### src/hw/cpuPkg.sv
`default_nettype none

package cpuPkg;

  // ----------------------------------------------------------------------
  // Widths and basic types
  // ----------------------------------------------------------------------
  localparam int dataWidth = 8;
  localparam int addrWidth = 16;
  localparam int upcWidth  = 6;

  typedef logic [dataWidth-1:0] byte_t;
  typedef logic [addrWidth-1:0] addr_t;
  typedef logic [upcWidth-1:0]  upc_t;

  // Operand codes, low three bits follow the Z80 register field
  typedef enum logic [3:0] {
    selB     = 4'd0,
    selC     = 4'd1,
    selD     = 4'd2,
    selE     = 4'd3,
    selH     = 4'd4,
    selL     = 4'd5,
    selMemHl = 4'd6,
    selA     = 4'd7,
    selPc    = 4'd8,
    selHl    = 4'd9,
    selX8    = 4'd10,
    selX16   = 4'd11,
    selNone  = 4'd15
  } regCode_t;

  typedef enum logic [3:0] {
    nop, setMemAddr, storeRegFromMem, storeX16FromMem, memWrite,
    setPc, jumpInterrupt, z80Op, setIrqEnable, clearIrqEnable
  } microCmd_t;

  typedef struct packed {
    logic      incPc;     // Advance PC at the end of this micro-op
    logic      endOfFlow;
    microCmd_t cmd;
    regCode_t  operand;
  } microOp_t;

  // One opcode byte, read either as a load or as an ALU op
  typedef union packed {
    struct packed {
      logic [1:0] group;
      logic [2:0] dst;
      logic [2:0] src;
    } loadView;
    struct packed {
      logic [4:0] op;
      logic [2:0] src;
    } aluView;
  } opcode_u;

  localparam logic [1:0] groupLoad = 2'b01;
  localparam logic [4:0] aluAnd    = 5'b10100;
  localparam logic [4:0] aluXor    = 5'b10101;

  typedef struct packed {
    logic     enable;
    regCode_t target;
    addr_t    value;
    logic     loadPc;     // PC takes value, wins over increment
  } regWrite_t;

  typedef struct packed {
    addr_t address;
    byte_t writeData;
    logic  writeEnable;
    logic  readRequest;
  } memBus_t;

  // ----------------------------------------------------------------------
  // Flow layout and interrupt vectors
  // ----------------------------------------------------------------------
  localparam upc_t flowInterrupt = 6'd60;
  localparam upc_t romLast       = 6'd61;

  localparam addr_t irqVector [4] = '{16'h0040, 16'h0048, 16'h0050, 16'h0060};

endpackage

`default_nettype wire

### src/hw/microcodeStore.sv
`timescale 1ns/1ps
`default_nettype none

module microcodeStore import cpuPkg::*;
(
  input  wire upc_t   upc,
  input  wire byte_t  opcode,
  output microOp_t    microOp,
  output upc_t        opcodeFlow
);

  // Flow start addresses, per-register flows sit on a stride of three
  localparam upc_t flowNop  = 6'd0;
  localparam upc_t flowLdRn = 6'd1;
  localparam upc_t flowLdHl = 6'd25;
  localparam upc_t flowAlu  = 6'd49;
  localparam upc_t flowJp   = 6'd51;
  localparam upc_t flowEi   = 6'd56;
  localparam upc_t flowDi   = 6'd58;

  localparam byte_t opJp = 8'hC3;
  localparam byte_t opEi = 8'hFB;
  localparam byte_t opDi = 8'hF3;

  // Point the bus back at PC and close the flow
  localparam microOp_t fetchTail = '{1'b0, 1'b1, setMemAddr, selPc};

  microOp_t rom [2**upcWidth];

  // ----------------------------------------------------------------------
  // ROM contents, fields are {incPc, endOfFlow, cmd, operand}
  // ----------------------------------------------------------------------
  always_comb
  begin
    rom = '{default: fetchTail};
    rom[flowNop] = '{1'b1, 1'b1, setMemAddr, selPc};
    for (int r = 0; r < 8; r++)
    begin
      if (r != 6)
      begin
        // LD r,n
        rom[flowLdRn + 3*r]     = '{1'b1, 1'b0, nop, selNone};
        rom[flowLdRn + 3*r + 1] = '{1'b1, 1'b0, storeRegFromMem, regCode_t'(r)};
        // LD (HL),r
        rom[flowLdHl + 3*r]     = '{1'b1, 1'b0, setMemAddr, selHl};
        rom[flowLdHl + 3*r + 1] = '{1'b0, 1'b0, memWrite, regCode_t'(r)};
      end
    end
    rom[flowAlu]       = '{1'b1, 1'b0, z80Op, selNone};   // Opcode still on the bus
    rom[flowJp]        = '{1'b1, 1'b0, nop, selNone};
    rom[flowJp + 1]    = '{1'b1, 1'b0, storeRegFromMem, selX8};
    rom[flowJp + 2]    = '{1'b0, 1'b0, storeX16FromMem, selX16};
    rom[flowJp + 3]    = '{1'b0, 1'b0, setPc, selX16};
    rom[flowEi]        = '{1'b1, 1'b0, setIrqEnable, selNone};
    rom[flowDi]        = '{1'b1, 1'b0, clearIrqEnable, selNone};
    rom[flowInterrupt] = '{1'b0, 1'b0, jumpInterrupt, selNone};
  end

  assign microOp = rom[upc];

  // ----------------------------------------------------------------------
  // Opcode to flow lookup
  // ----------------------------------------------------------------------
  always_comb
  begin
    opcodeFlow = flowNop;  // Anything unlisted runs as NOP
    if (opcode[7:6] == 2'b00 && opcode[2:0] == 3'd6 && opcode[5:3] != 3'd6)
      opcodeFlow = flowLdRn + upc_t'(3 * opcode[5:3]);
    else if (opcode[7:6] == groupLoad && opcode[2:0] != 3'd6)
    begin
      if (opcode[5:3] == 3'd6)
        opcodeFlow = flowLdHl + upc_t'(3 * opcode[2:0]);  // LD (HL),r
      else
        opcodeFlow = flowAlu;                             // LD r,r'
    end
    else if ((opcode[7:3] == aluAnd || opcode[7:3] == aluXor) && opcode[2:0] != 3'd6)
      opcodeFlow = flowAlu;
    else if (opcode == opJp)
      opcodeFlow = flowJp;
    else if (opcode == opEi)
      opcodeFlow = flowEi;
    else if (opcode == opDi)
      opcodeFlow = flowDi;
  end

endmodule

`default_nettype wire

### src/hw/microSequencer.sv
`timescale 1ns/1ps
`default_nettype none

module microSequencer import cpuPkg::*;
(
  input  wire           iClock,
  input  wire           reset,
  input  wire microOp_t microOp,
  input  wire upc_t     opcodeFlow,
  input  wire           pending,
  output upc_t          upc,
  output logic          running
);

  typedef enum logic [1:0] {afterReset, startFlow, runFlow, endFlow} seqState_t;

  seqState_t state;
  seqState_t nextState;

  always_ff @(posedge iClock)
  begin
    if (reset)
      state <= afterReset;
    else
      state <= nextState;
  end

  always_comb
  begin
    case (state)
      afterReset: nextState = startFlow;
      startFlow:  nextState = runFlow;
      runFlow:    nextState = microOp.endOfFlow ? endFlow : runFlow;
      endFlow:    nextState = startFlow;
      default:    nextState = afterReset;
    endcase
  end

  assign running = (state == runFlow);

  // ----------------------------------------------------------------------
  // Micro-program counter
  // ----------------------------------------------------------------------
  always_ff @(posedge iClock)
  begin
    if (reset)
      upc <= '0;
    else if (state == startFlow)
      upc <= pending ? flowInterrupt : opcodeFlow;  // Interrupts only at a boundary
    else if (running && !microOp.endOfFlow)
      upc <= upc + 1'b1;
  end

  // Every flow must close before running off the ROM
  upcInRom: assert property (@(posedge iClock) disable iff (reset) upc <= romLast);

endmodule

`default_nettype wire

### src/hw/interruptControl.sv
`timescale 1ns/1ps
`default_nettype none

module interruptControl import cpuPkg::*;
(
  input  wire       iClock,
  input  wire       reset,
  input  wire [3:0] irqRequest,
  input  wire       setEnable,
  input  wire       clearEnable,
  input  wire       clearLatch,
  output logic      pending,
  output addr_t     vector
);

  logic [3:0] requestLatch;
  logic       irqEnable;

  always_ff @(posedge iClock)
  begin
    if (reset)
    begin
      requestLatch <= '0;
      irqEnable    <= 1'b0;
    end
    else
    begin
      // Requests stick until the handler is entered
      requestLatch <= clearLatch ? '0 : (requestLatch | irqRequest);
      if (setEnable)
        irqEnable <= 1'b1;
      else if (clearEnable)
        irqEnable <= 1'b0;
    end
  end

  assign pending = irqEnable && (requestLatch != '0);

  // Lowest set bit has priority
  always_comb
  begin
    vector = irqVector[0];
    for (int i = 3; i >= 0; i--)
      if (requestLatch[i])
        vector = irqVector[i];
  end

endmodule

`default_nettype wire

### src/hw/registerFile.sv
`timescale 1ns/1ps
`default_nettype none

module registerFile import cpuPkg::*;
#(
  parameter addr_t resetPc = 16'h0000
)
(
  input  wire            iClock,
  input  wire            reset,
  input  wire regWrite_t regWrite,
  input  wire regCode_t  readSel,
  input  wire regCode_t  addrSel,
  input  wire            addrSelWe,
  input  wire            incPc,
  output addr_t          regData,
  output byte_t          regA,
  output addr_t          memAddress,
  output byte_t          memWriteData
);

  localparam int idxA = 6;

  byte_t    gpr [7];      // B, C, D, E, H, L, then A
  byte_t    x8;
  addr_t    x16;
  addr_t    pc;
  regCode_t addrSelQ;     // Which register drives the address bus
  logic [8:0] writeEn;    // gpr[6:0], X8, X16

  function automatic addr_t pickReg(regCode_t code);
    case (code)
      selB, selC, selD, selE, selH, selL: return addr_t'(gpr[code[2:0]]);
      selA:   return addr_t'(gpr[idxA]);
      selHl:  return {gpr[4], gpr[5]};
      selPc:  return pc;
      selX8:  return addr_t'(x8);
      selX16: return x16;
      default: return '0;
    endcase
  endfunction

  // ----------------------------------------------------------------------
  // Write decode
  // ----------------------------------------------------------------------
  always_comb
  begin
    writeEn = '0;
    if (regWrite.enable)
      case (regWrite.target)
        selB, selC, selD, selE, selH, selL: writeEn[regWrite.target[2:0]] = 1'b1;
        selHl:  writeEn[5:4] = 2'b11;
        selA:   writeEn[idxA] = 1'b1;
        selX8:  writeEn[7] = 1'b1;
        selX16: writeEn[8] = 1'b1;
        default: ;
      endcase
  end

  always_ff @(posedge iClock)
  begin
    if (reset)
      gpr <= '{default: '0};
    else
      for (int i = 0; i < 7; i++)
        if (writeEn[i])
          gpr[i] <= (i == 4 && writeEn[5]) ? regWrite.value[15:8] : regWrite.value[7:0];
  end

  always_ff @(posedge iClock)
  begin
    if (writeEn[7])
      x8 <= regWrite.value[7:0];
    if (writeEn[8])
      x16 <= {regWrite.value[7:0], x8};  // High byte from memory, low from X8
  end

  always_ff @(posedge iClock)
  begin
    if (reset)
    begin
      pc       <= resetPc;
      addrSelQ <= selPc;
    end
    else
    begin
      if (regWrite.loadPc)
        pc <= regWrite.value;
      else if (incPc)
        pc <= pc + 1'b1;
      if (addrSelWe)
        addrSelQ <= addrSel;
    end
  end

  // ----------------------------------------------------------------------
  // Read paths
  // ----------------------------------------------------------------------
  always_comb
  begin
    regData    = pickReg(readSel);
    memAddress = pickReg(addrSelQ);
  end

  assign regA         = gpr[idxA];
  assign memWriteData = regData[7:0];

  // Code 6 means memory, never a register destination
  noMemHlWrite: assert property (@(posedge iClock) disable iff (reset)
    regWrite.enable |-> regWrite.target != selMemHl);

endmodule

`default_nettype wire

### src/hw/microOpExecute.sv
`timescale 1ns/1ps
`default_nettype none

module microOpExecute import cpuPkg::*;
(
  input  wire microOp_t microOp,
  input  wire           running,
  input  wire byte_t    memReadData,
  input  wire addr_t    regData,
  input  wire byte_t    regA,
  input  wire addr_t    vector,
  output regCode_t      readSel,
  output regCode_t      addrSel,
  output logic          addrSelWe,
  output logic          incPc,
  output regWrite_t     regWrite,
  output logic          writeEnable,
  output logic          readRequest,
  output logic          setEnable,
  output logic          clearEnable,
  output logic          clearLatch
);

  opcode_u opcode;
  byte_t   aluResult;

  assign opcode    = memReadData;
  assign aluResult = (opcode.aluView.op == aluXor) ? (regA ^ regData[7:0])
                                                   : (regA & regData[7:0]);

  always_comb
  begin
    readSel     = microOp.operand;
    addrSel     = microOp.operand;
    addrSelWe   = 1'b0;
    incPc       = running & microOp.incPc;
    regWrite    = '{1'b0, microOp.operand, '0, 1'b0};
    writeEnable = 1'b0;
    readRequest = 1'b0;
    setEnable   = 1'b0;
    clearEnable = 1'b0;
    clearLatch  = 1'b0;
    if (running)
      case (microOp.cmd)
        setMemAddr:
        begin
          addrSelWe   = 1'b1;
          readRequest = 1'b1;
        end
        storeRegFromMem:
        begin
          regWrite.enable = 1'b1;
          regWrite.value  = addr_t'(memReadData);
          readRequest     = 1'b1;
        end
        storeX16FromMem:
        begin
          regWrite.enable = 1'b1;
          regWrite.target = selX16;
          regWrite.value  = addr_t'(memReadData);
          readRequest     = 1'b1;
        end
        memWrite: writeEnable = 1'b1;  // Data comes from readSel
        setPc:
        begin
          regWrite.loadPc = 1'b1;
          regWrite.value  = regData;
        end
        jumpInterrupt:
        begin
          regWrite.loadPc = 1'b1;
          regWrite.value  = vector;
          clearLatch      = 1'b1;
          clearEnable     = 1'b1;  // Handler runs with interrupts off
        end
        z80Op:
        begin
          readSel         = regCode_t'({1'b0, opcode.loadView.src});
          regWrite.enable = 1'b1;
          readRequest     = 1'b1;
          if (opcode.loadView.group == groupLoad)
          begin
            regWrite.target = regCode_t'({1'b0, opcode.loadView.dst});
            regWrite.value  = addr_t'(regData[7:0]);
          end
          else
          begin
            regWrite.target = selA;
            regWrite.value  = addr_t'(aluResult);
          end
        end
        setIrqEnable:   setEnable   = 1'b1;
        clearIrqEnable: clearEnable = 1'b1;
        default: ;
      endcase
  end

  // A bus cycle is either a read or a write
  busExclusive: assert final (!(writeEnable && readRequest));

endmodule

`default_nettype wire

### src/hw/cpuCore.sv
`timescale 1ns/1ps
`default_nettype none

module cpuCore import cpuPkg::*;
#(
  parameter addr_t resetPc = 16'h0000
)
(
  input  wire        iClock,
  input  wire        reset,
  input  wire [3:0]  irqRequest,
  input  wire byte_t memReadData,
  output memBus_t    memBus
);

  microOp_t  microOp;
  upc_t      upc;
  upc_t      opcodeFlow;
  logic      running;
  logic      pending;
  addr_t     vector;
  regCode_t  readSel;
  regCode_t  addrSel;
  logic      addrSelWe;
  logic      incPc;
  regWrite_t regWrite;
  addr_t     regData;
  byte_t     regA;
  addr_t     memAddress;
  byte_t     memWriteData;
  logic      writeEnable;
  logic      readRequest;
  logic      setEnable;
  logic      clearEnable;
  logic      clearLatch;

  // ----------------------------------------------------------------------
  // Control path
  // ----------------------------------------------------------------------
  microcodeStore store_i (.upc, .opcode(memReadData), .microOp, .opcodeFlow);

  microSequencer sequencer_i (.iClock, .reset, .microOp, .opcodeFlow, .pending, .upc, .running);

  interruptControl irq_i (.iClock, .reset, .irqRequest, .setEnable, .clearEnable, .clearLatch,
                          .pending, .vector);

  // ----------------------------------------------------------------------
  // Data path
  // ----------------------------------------------------------------------
  microOpExecute execute_i (.microOp, .running, .memReadData, .regData, .regA, .vector, .readSel,
                            .addrSel, .addrSelWe, .incPc, .regWrite, .writeEnable, .readRequest,
                            .setEnable, .clearEnable, .clearLatch);

  registerFile #(.resetPc(resetPc)) regs_i (.iClock, .reset, .regWrite, .readSel, .addrSel,
                                            .addrSelWe, .incPc, .regData, .regA, .memAddress,
                                            .memWriteData);

  assign memBus = '{address:     memAddress,
                    writeData:   memWriteData,
                    writeEnable: writeEnable,
                    readRequest: readRequest};

endmodule

`default_nettype wire

### config.mk
export PLATFORM = sky130hd
export DESIGN_NAME = cpuCore
export DESIGN_NICKNAME = d
export VERILOG_FILES = /design/src/hw/cpuPkg.sv /design/src/hw/microcodeStore.sv /design/src/hw/microSequencer.sv /design/src/hw/interruptControl.sv /design/src/hw/registerFile.sv /design/src/hw/microOpExecute.sv /design/src/hw/cpuCore.sv
export SDC_FILE = /design/constraint.sdc
export NUM_CORES = 1
export LEC_CHECK = 0
export BUFFER_PORTS_ARGS = -buffer_cell sky130_fd_sc_hd__buf_2
export CAP_MARGIN = 10
export CORE_MARGIN = 5
export CORE_UTILIZATION = 50
export DETAILED_ROUTE_END_ITERATION = 12
export GPL_TIMING_DRIVEN = 0
export PLACE_DENSITY_LB_ADDON = 0.05
export REMOVE_ABC_BUFFERS = 1
export SYNTH_ARGS = -nofsm -noshare
export SYNTH_HDL_FRONTEND = slang
export SYNTH_SLANG_ARGS = --single-unit
### constraint.sdc
create_clock -name iClock -period 6.9 [get_ports iClock]
set_input_delay 0 -clock iClock [delete_from_list [all_inputs] [get_ports iClock]]
set_output_delay 0 -clock iClock [all_outputs]
set_load 0.05 [all_outputs]
**After elaboration in Yosys (flattened, before gate mapping)**

Memories as Yosys holds them, arrays and structs flattened.
Cells that the tools add are included.

- Output and inout bits: 26
- Bits of input ports: 14
- Memories kept: 1
- ROM bits: 640
- Register bits after elaboration: 113

- $mul: 2
- Multiplexer cells: 60
- Magnitude comparators: 5
- Equal/unequal tests: 51
- Reductions and logical operators: 28
- $add $sub $neg: 4
- Bitwise logic cells: 7

Memories:

| name | depth | width | read ports | clocked after Yosys merged registers in | write ports | RTL line | text |
|---|---|---|---|---|---|---|---|
| (name not given) | 64 | 10 | 1 | 0 | 0 | microcodeStore.sv:59 | `assign microOp = rom[upc];` |

Operators with widths:

| cell | number |
|---|---|
| one-hot mux 16 bit (6 select lines) | 2 |
| two-way mux 6 bit | 14 |
| one-hot mux 16 bit (4 select lines) | 1 |
| equality test 4 x 3 -> 1 bit, second input constant | 13 |
| equality test 4 bit, second input constant | 13 |
| binary-select mux 8 bit (select 3 bit) | 2 |
| two-way mux 8 bit | 6 |
| equality test 4 x 2 -> 1 bit, second input constant | 8 |
| two-way mux 16 bit | 2 |
| equality test 8 bit, second input constant | 3 |
| two-way mux 22 bit | 1 |
| two-way mux 10 bit | 2 |
| two-way mux 1 bit | 19 |
| two-way mux 19 bit | 1 |
| OR reduction 6 bit | 3 |
| adder 16 x 1 -> 16 bit, second input constant | 1 |
| equality test 4 x 1 -> 1 bit, second input constant | 4 |
| zero test 4 bit | 3 |
| two-way mux 4 bit | 3 |
| equality test 5 bit, second input constant | 2 |
| multiplier 2 x 3 -> 5 bit, first input constant | 2 |
| OR reduction 2 bit | 5 |
| two-way mux 9 bit | 1 |
| AND 8 bit | 1 |
| 29 further kinds | 45 |

**Longest topological paths before layout**

- Depth in word-level cells: 24
- Mapped depth: 22
- Gate-level depth less buffers: 18

**Cells and area by module**

Synthesis repeated with hierarchy kept, for this count alone.

- Cells, all modules: 1,071
- Area, all modules: 9,136.3 µm²

By module, submodules not included:

| module | area each (µm²) | instances | cells each |
|---|---|---|---|
| registerFile | 5,869.4 | 1 | 641 |
| microcodeStore | 1,491.4 | 1 | 205 |
| microOpExecute | 1,036.0 | 1 | 142 |
| microSequencer | 434.2 | 1 | 49 |
| interruptControl | 290.3 | 1 | 32 |
| cpuCore | 15.0 | 1 | 2 |

**Least setup slack after synthesis**

Ideal clock, no wire load.

- Path type: register to register
- From: reg sequencer_i.upc[0]
- To: reg regs_i.x16[12], data pin
- Setup slack: 1.563 ns
- Required time: 6.622 ns
- Data arrival time: 5.059 ns
- Stages on the path, launching flop included: 22
- Cells stage by stage: dfxtp_1 > inv_1 > ha_1 > and2_1 > o32ai_2 > o32ai_4 > a211o_1 > buf_2 > a21oi_1 > buf_2 > buf_2 > nand3_1 > a21oi_1 > a311oi_1 > nor2_1 > ha_1 > nand2_1 > nand2_1 > nor2_1 > a21oi_1 > a221oi_2 > nor2_1

RTL lines:

| what | RTL line | text |
|---|---|---|
| start: declaration | microSequencer.sv:11 | `output upc_t upc,` |
| start signal: assignment | microSequencer.sv:49 | `upc <= pending ? flowInterrupt : opcodeFlow;` |
| start signal: assignment | microSequencer.sv:51 | `upc <= upc + 1'b1;` |
| end signal: assignment | registerFile.sv:75 | `x16 <= {regWrite.value[7:0], x8};` |
| end: declaration | registerFile.sv:26 | `addr_t x16;` |

==> flow_metrics.env <==
export IMPL_final_common_cell="nand2_1"
export IMPL_synthDistinctLibCells=85
export IMPL_cts_root_buf="clkbuf_16"
export IMPL_grt_start_max_net_pins=80
export IMPL_syn2layout_area_growth_pct=11.8
export IMPL_drv_cap=0
export IMPL_start_util=0.508
export IMPL_die_area_um2=19500
export IMPL_critPathLaunch="sequencer_i.upc[1]$_SDFFE_PP0P_"
export IMPL_final_cell_mix="nand2_1, nor2_1, dfxtp_1"
export IMPL_ys_seq_area_frac=0.298
export IMPL_routabilityCongestion=0.916
export IMPL_fin_ws_ns=0.240
export IMPL_drt_iter0_drc=824
export IMPL_grt_antenna_before_repair=0
export IMPL_slew_headroom=0.213
export IMPL_hold_path_class="in2reg"
export IMPL_cp_max_fo=18
export IMPL_drive_gt1_frac=0.126
export IMPL_required_ns=7.02
export IMPL_p_leak_nw=3.55
export IMPL_die_y_um=140
export IMPL_layout_min_cycle_time_ns=6.66
export IMPL_drt_first_pass_iters=5
export IMPL_clk_latency_ns=0.42
export IMPL_peakVddDrop_v=0.000293
export IMPL_grt_pass1_vias=7618
export IMPL_drtAntennaViolNets=0
export IMPL_cts_tree="done"
export IMPL_rr_endpoint="regs_i.x16[12]$_DFFE_PP_"
export IMPL_synth_area_um2=8390
export IMPL_p_total_mw=4.65
export IMPL_rows=47
export IMPL_cts_max_level=4
export IMPL_numCtsBuffers=17
export IMPL_power_density_nw_per_um2=496
export IMPL_setup_viol=0
export IMPL_fin_area_um2=9380
export IMPL_clock_sinks=113
export IMPL_r2r_start="sequencer_i.upc[1]$_SDFFE_PP0P_"
export IMPL_status="complete, no violations"
export IMPL_synth_edf_count=24
export IMPL_wirelength_um=28300
export IMPL_synthCells=1046
export IMPL_num_antenna_cells=0
export IMPL_die_w_um=140
export IMPL_r2r_setup_slack_ns=0.24
export IMPL_wl_per_cell_um=22.0
export IMPL_viasPerCell=6.41
export IMPL_clock_path_buffers=2
export IMPL_overflow=0
export IMPL_synth_seq_cells=113
export IMPL_syn_area_per_cell_um2=8.02
export IMPL_cp_arrival_ns=6.78
export IMPL_drc=0
export IMPL_reg2reg_depth=18
export IMPL_grt_pass1_wl_um=44000
export IMPL_async_flop_share=0
export IMPL_post_cts_setup_buffer_count=0
export IMPL_dp_hpwl_um=19900
export IMPL_min_period_over_period=0.965
export IMPL_path_clk_slew_ns=0.06
export IMPL_fin_hold_ws_ns=0.149
export IMPL_coreArea_um2=16500
export IMPL_setup_worst_path_end="regs_i.x16[12]$_DFFE_PP_"
export IMPL_rsz0062_at_grt="false"
export IMPL_fmax_mhz=150
export IMPL_via_count=8241
export IMPL_nNetsFinal=1103
export IMPL_tightest_slew_ns=1.18
export IMPL_grt_total_usage=0.284
export IMPL_hold_violations=0
export IMPL_critPathKind="reg2reg"
export IMPL_yosys_warnings=0
export IMPL_placed_area_um2=8680
export IMPL_boundaryPins=40
export IMPL_fin_cells=1286
export IMPL_ys_flop_type="dfxtp_1"
export IMPL_dp_cells=1247
export IMPL_slew_violations=0
export IMPL_pre_cts_ws_ns=0.0157
export IMPL_fin_skew_ns=0.00860
export IMPL_end_kind="flop"
export IMPL_portBuffers=39
export IMPL_startpoint_type="flop"
area by class of cell:
cell class | count | area, µm²
multi-input cells | 835 | 5530
flip-flops and latches | 113 | 2500
repair buffers | 51 | 338
clock buffers | 18 | 429
inverters | 35 | 131
fillers | 1601 | 7150
well taps | 220 | 275
clock inverters | 14 | 164
worst min path at each step:
stage                                  endpoint  cells past startpoint  slack [ns]           from
6_report            regs_i.gpr[25]$_SDFFE_PP0P_                      2        0.15          reset
3_3_place_gp   irq_i.requestLatch[2]$_SDFF_PP0_                      2        0.20  irqRequest[2]
5_1_grt             regs_i.gpr[41]$_SDFFE_PP0P_                      2        0.22          reset
3_5_place_dp   irq_i.requestLatch[0]$_SDFF_PP0_                      2        0.20  irqRequest[0]
2_1_floorplan   sequencer_i.state[1]$_SDFF_PP0_                      1        0.07          reset
4_1_cts             regs_i.gpr[41]$_SDFFE_PP0P_                      2        0.17          reset
metrics by stage:
stage,util,TNS [ns]
after CTS,0.564,0
after detailed placement,0.525,0
after global routing,0.567,0
after global placement,0.518,-51.59
final,0.567,0
after floorplan,-,0
cell families after synthesis:
logic type,Yosys count,synth area share
mux,63,0.0895
flops,113,0.298
compound gates,326,0.277
fa+ha+maj,36,0.0555
buf+inv,99,0.0507
xor+xnor,13,0.0136
simple gates,396,0.215
critical path, cell delays in order (launching register included):
cell and delay, ns:
dfxtp_1 0.54, inv_1 0.17, ha_1 0.47, and2_1 0.24
o32ai_2 0.17, o32ai_4 0.72, a211o_2 0.50, a2bb2oi_1 0.85
nor2_1 0.20, a222oi_1 0.46, a311oi_1 0.10, nor2_1 0.42
ha_1 0.31, nand2_1 0.06, nand2_1 0.10, nor2_1 0.11
a21oi_1 0.10, a221oi_4 0.63, nor2_1 0.19
synthesized netlist by cell type, drive strengths merged, types with 24 or more instances:
cell	n	share of area
a211oi	55	0.050
a21oi	58	0.035
a22oi	28	0.025
buf	24	0.017
clkbuf	40	0.018
dfxtp	89	0.21
edfxtp	24	0.086
ha	34	0.051
inv	35	0.016
mux2i	42	0.051
nand2	130	0.058
nand2b	24	0.018
nand3	24	0.014
nor2	128	0.058
o21ai	65	0.039
power by group:
part	internal [mW]	total (mW)	switching, mW
Combinational	0.861	2.89	2.03
Sequential	0.722	0.860	0.139
Clock	0.565	0.899	0.335
flip-flops by register name, summed over array words and instances (netlist names):
name                flops
regs_i.gpr             48
regs_i.addrSelQ         4
regs_i.regA             8
regs_i.x16             16
sequencer_i.state       2
regs_i.x8               8
irq_i.requestLatch      4
sequencer_i.upc         6
regs_i.pc              16
irq_i.irqEnable         1
what timing repair did:
| item | 4_1_cts | 5_1_grt |
|---|---|---|
| pin swaps | 0 | 0 |
| endpoints found under the hold margin | 4 | 0 |
| gates resized for setup | 1 | 4 |
| endpoints found under the setup margin | 2 | 35 |
| hold buffers | 4 | 0 |
| gates cloned | 0 | 1 |
routing by layer:
layer	wire [µm]	track usage	up-vias
li1	-	-	3892
met1	12900	0.395	3950
met2	12800	0.446	341
met3	1900	0.0515	58
met4	745	0.0947	0
met5	0	0	-
(Power assumes the default switching activity.)
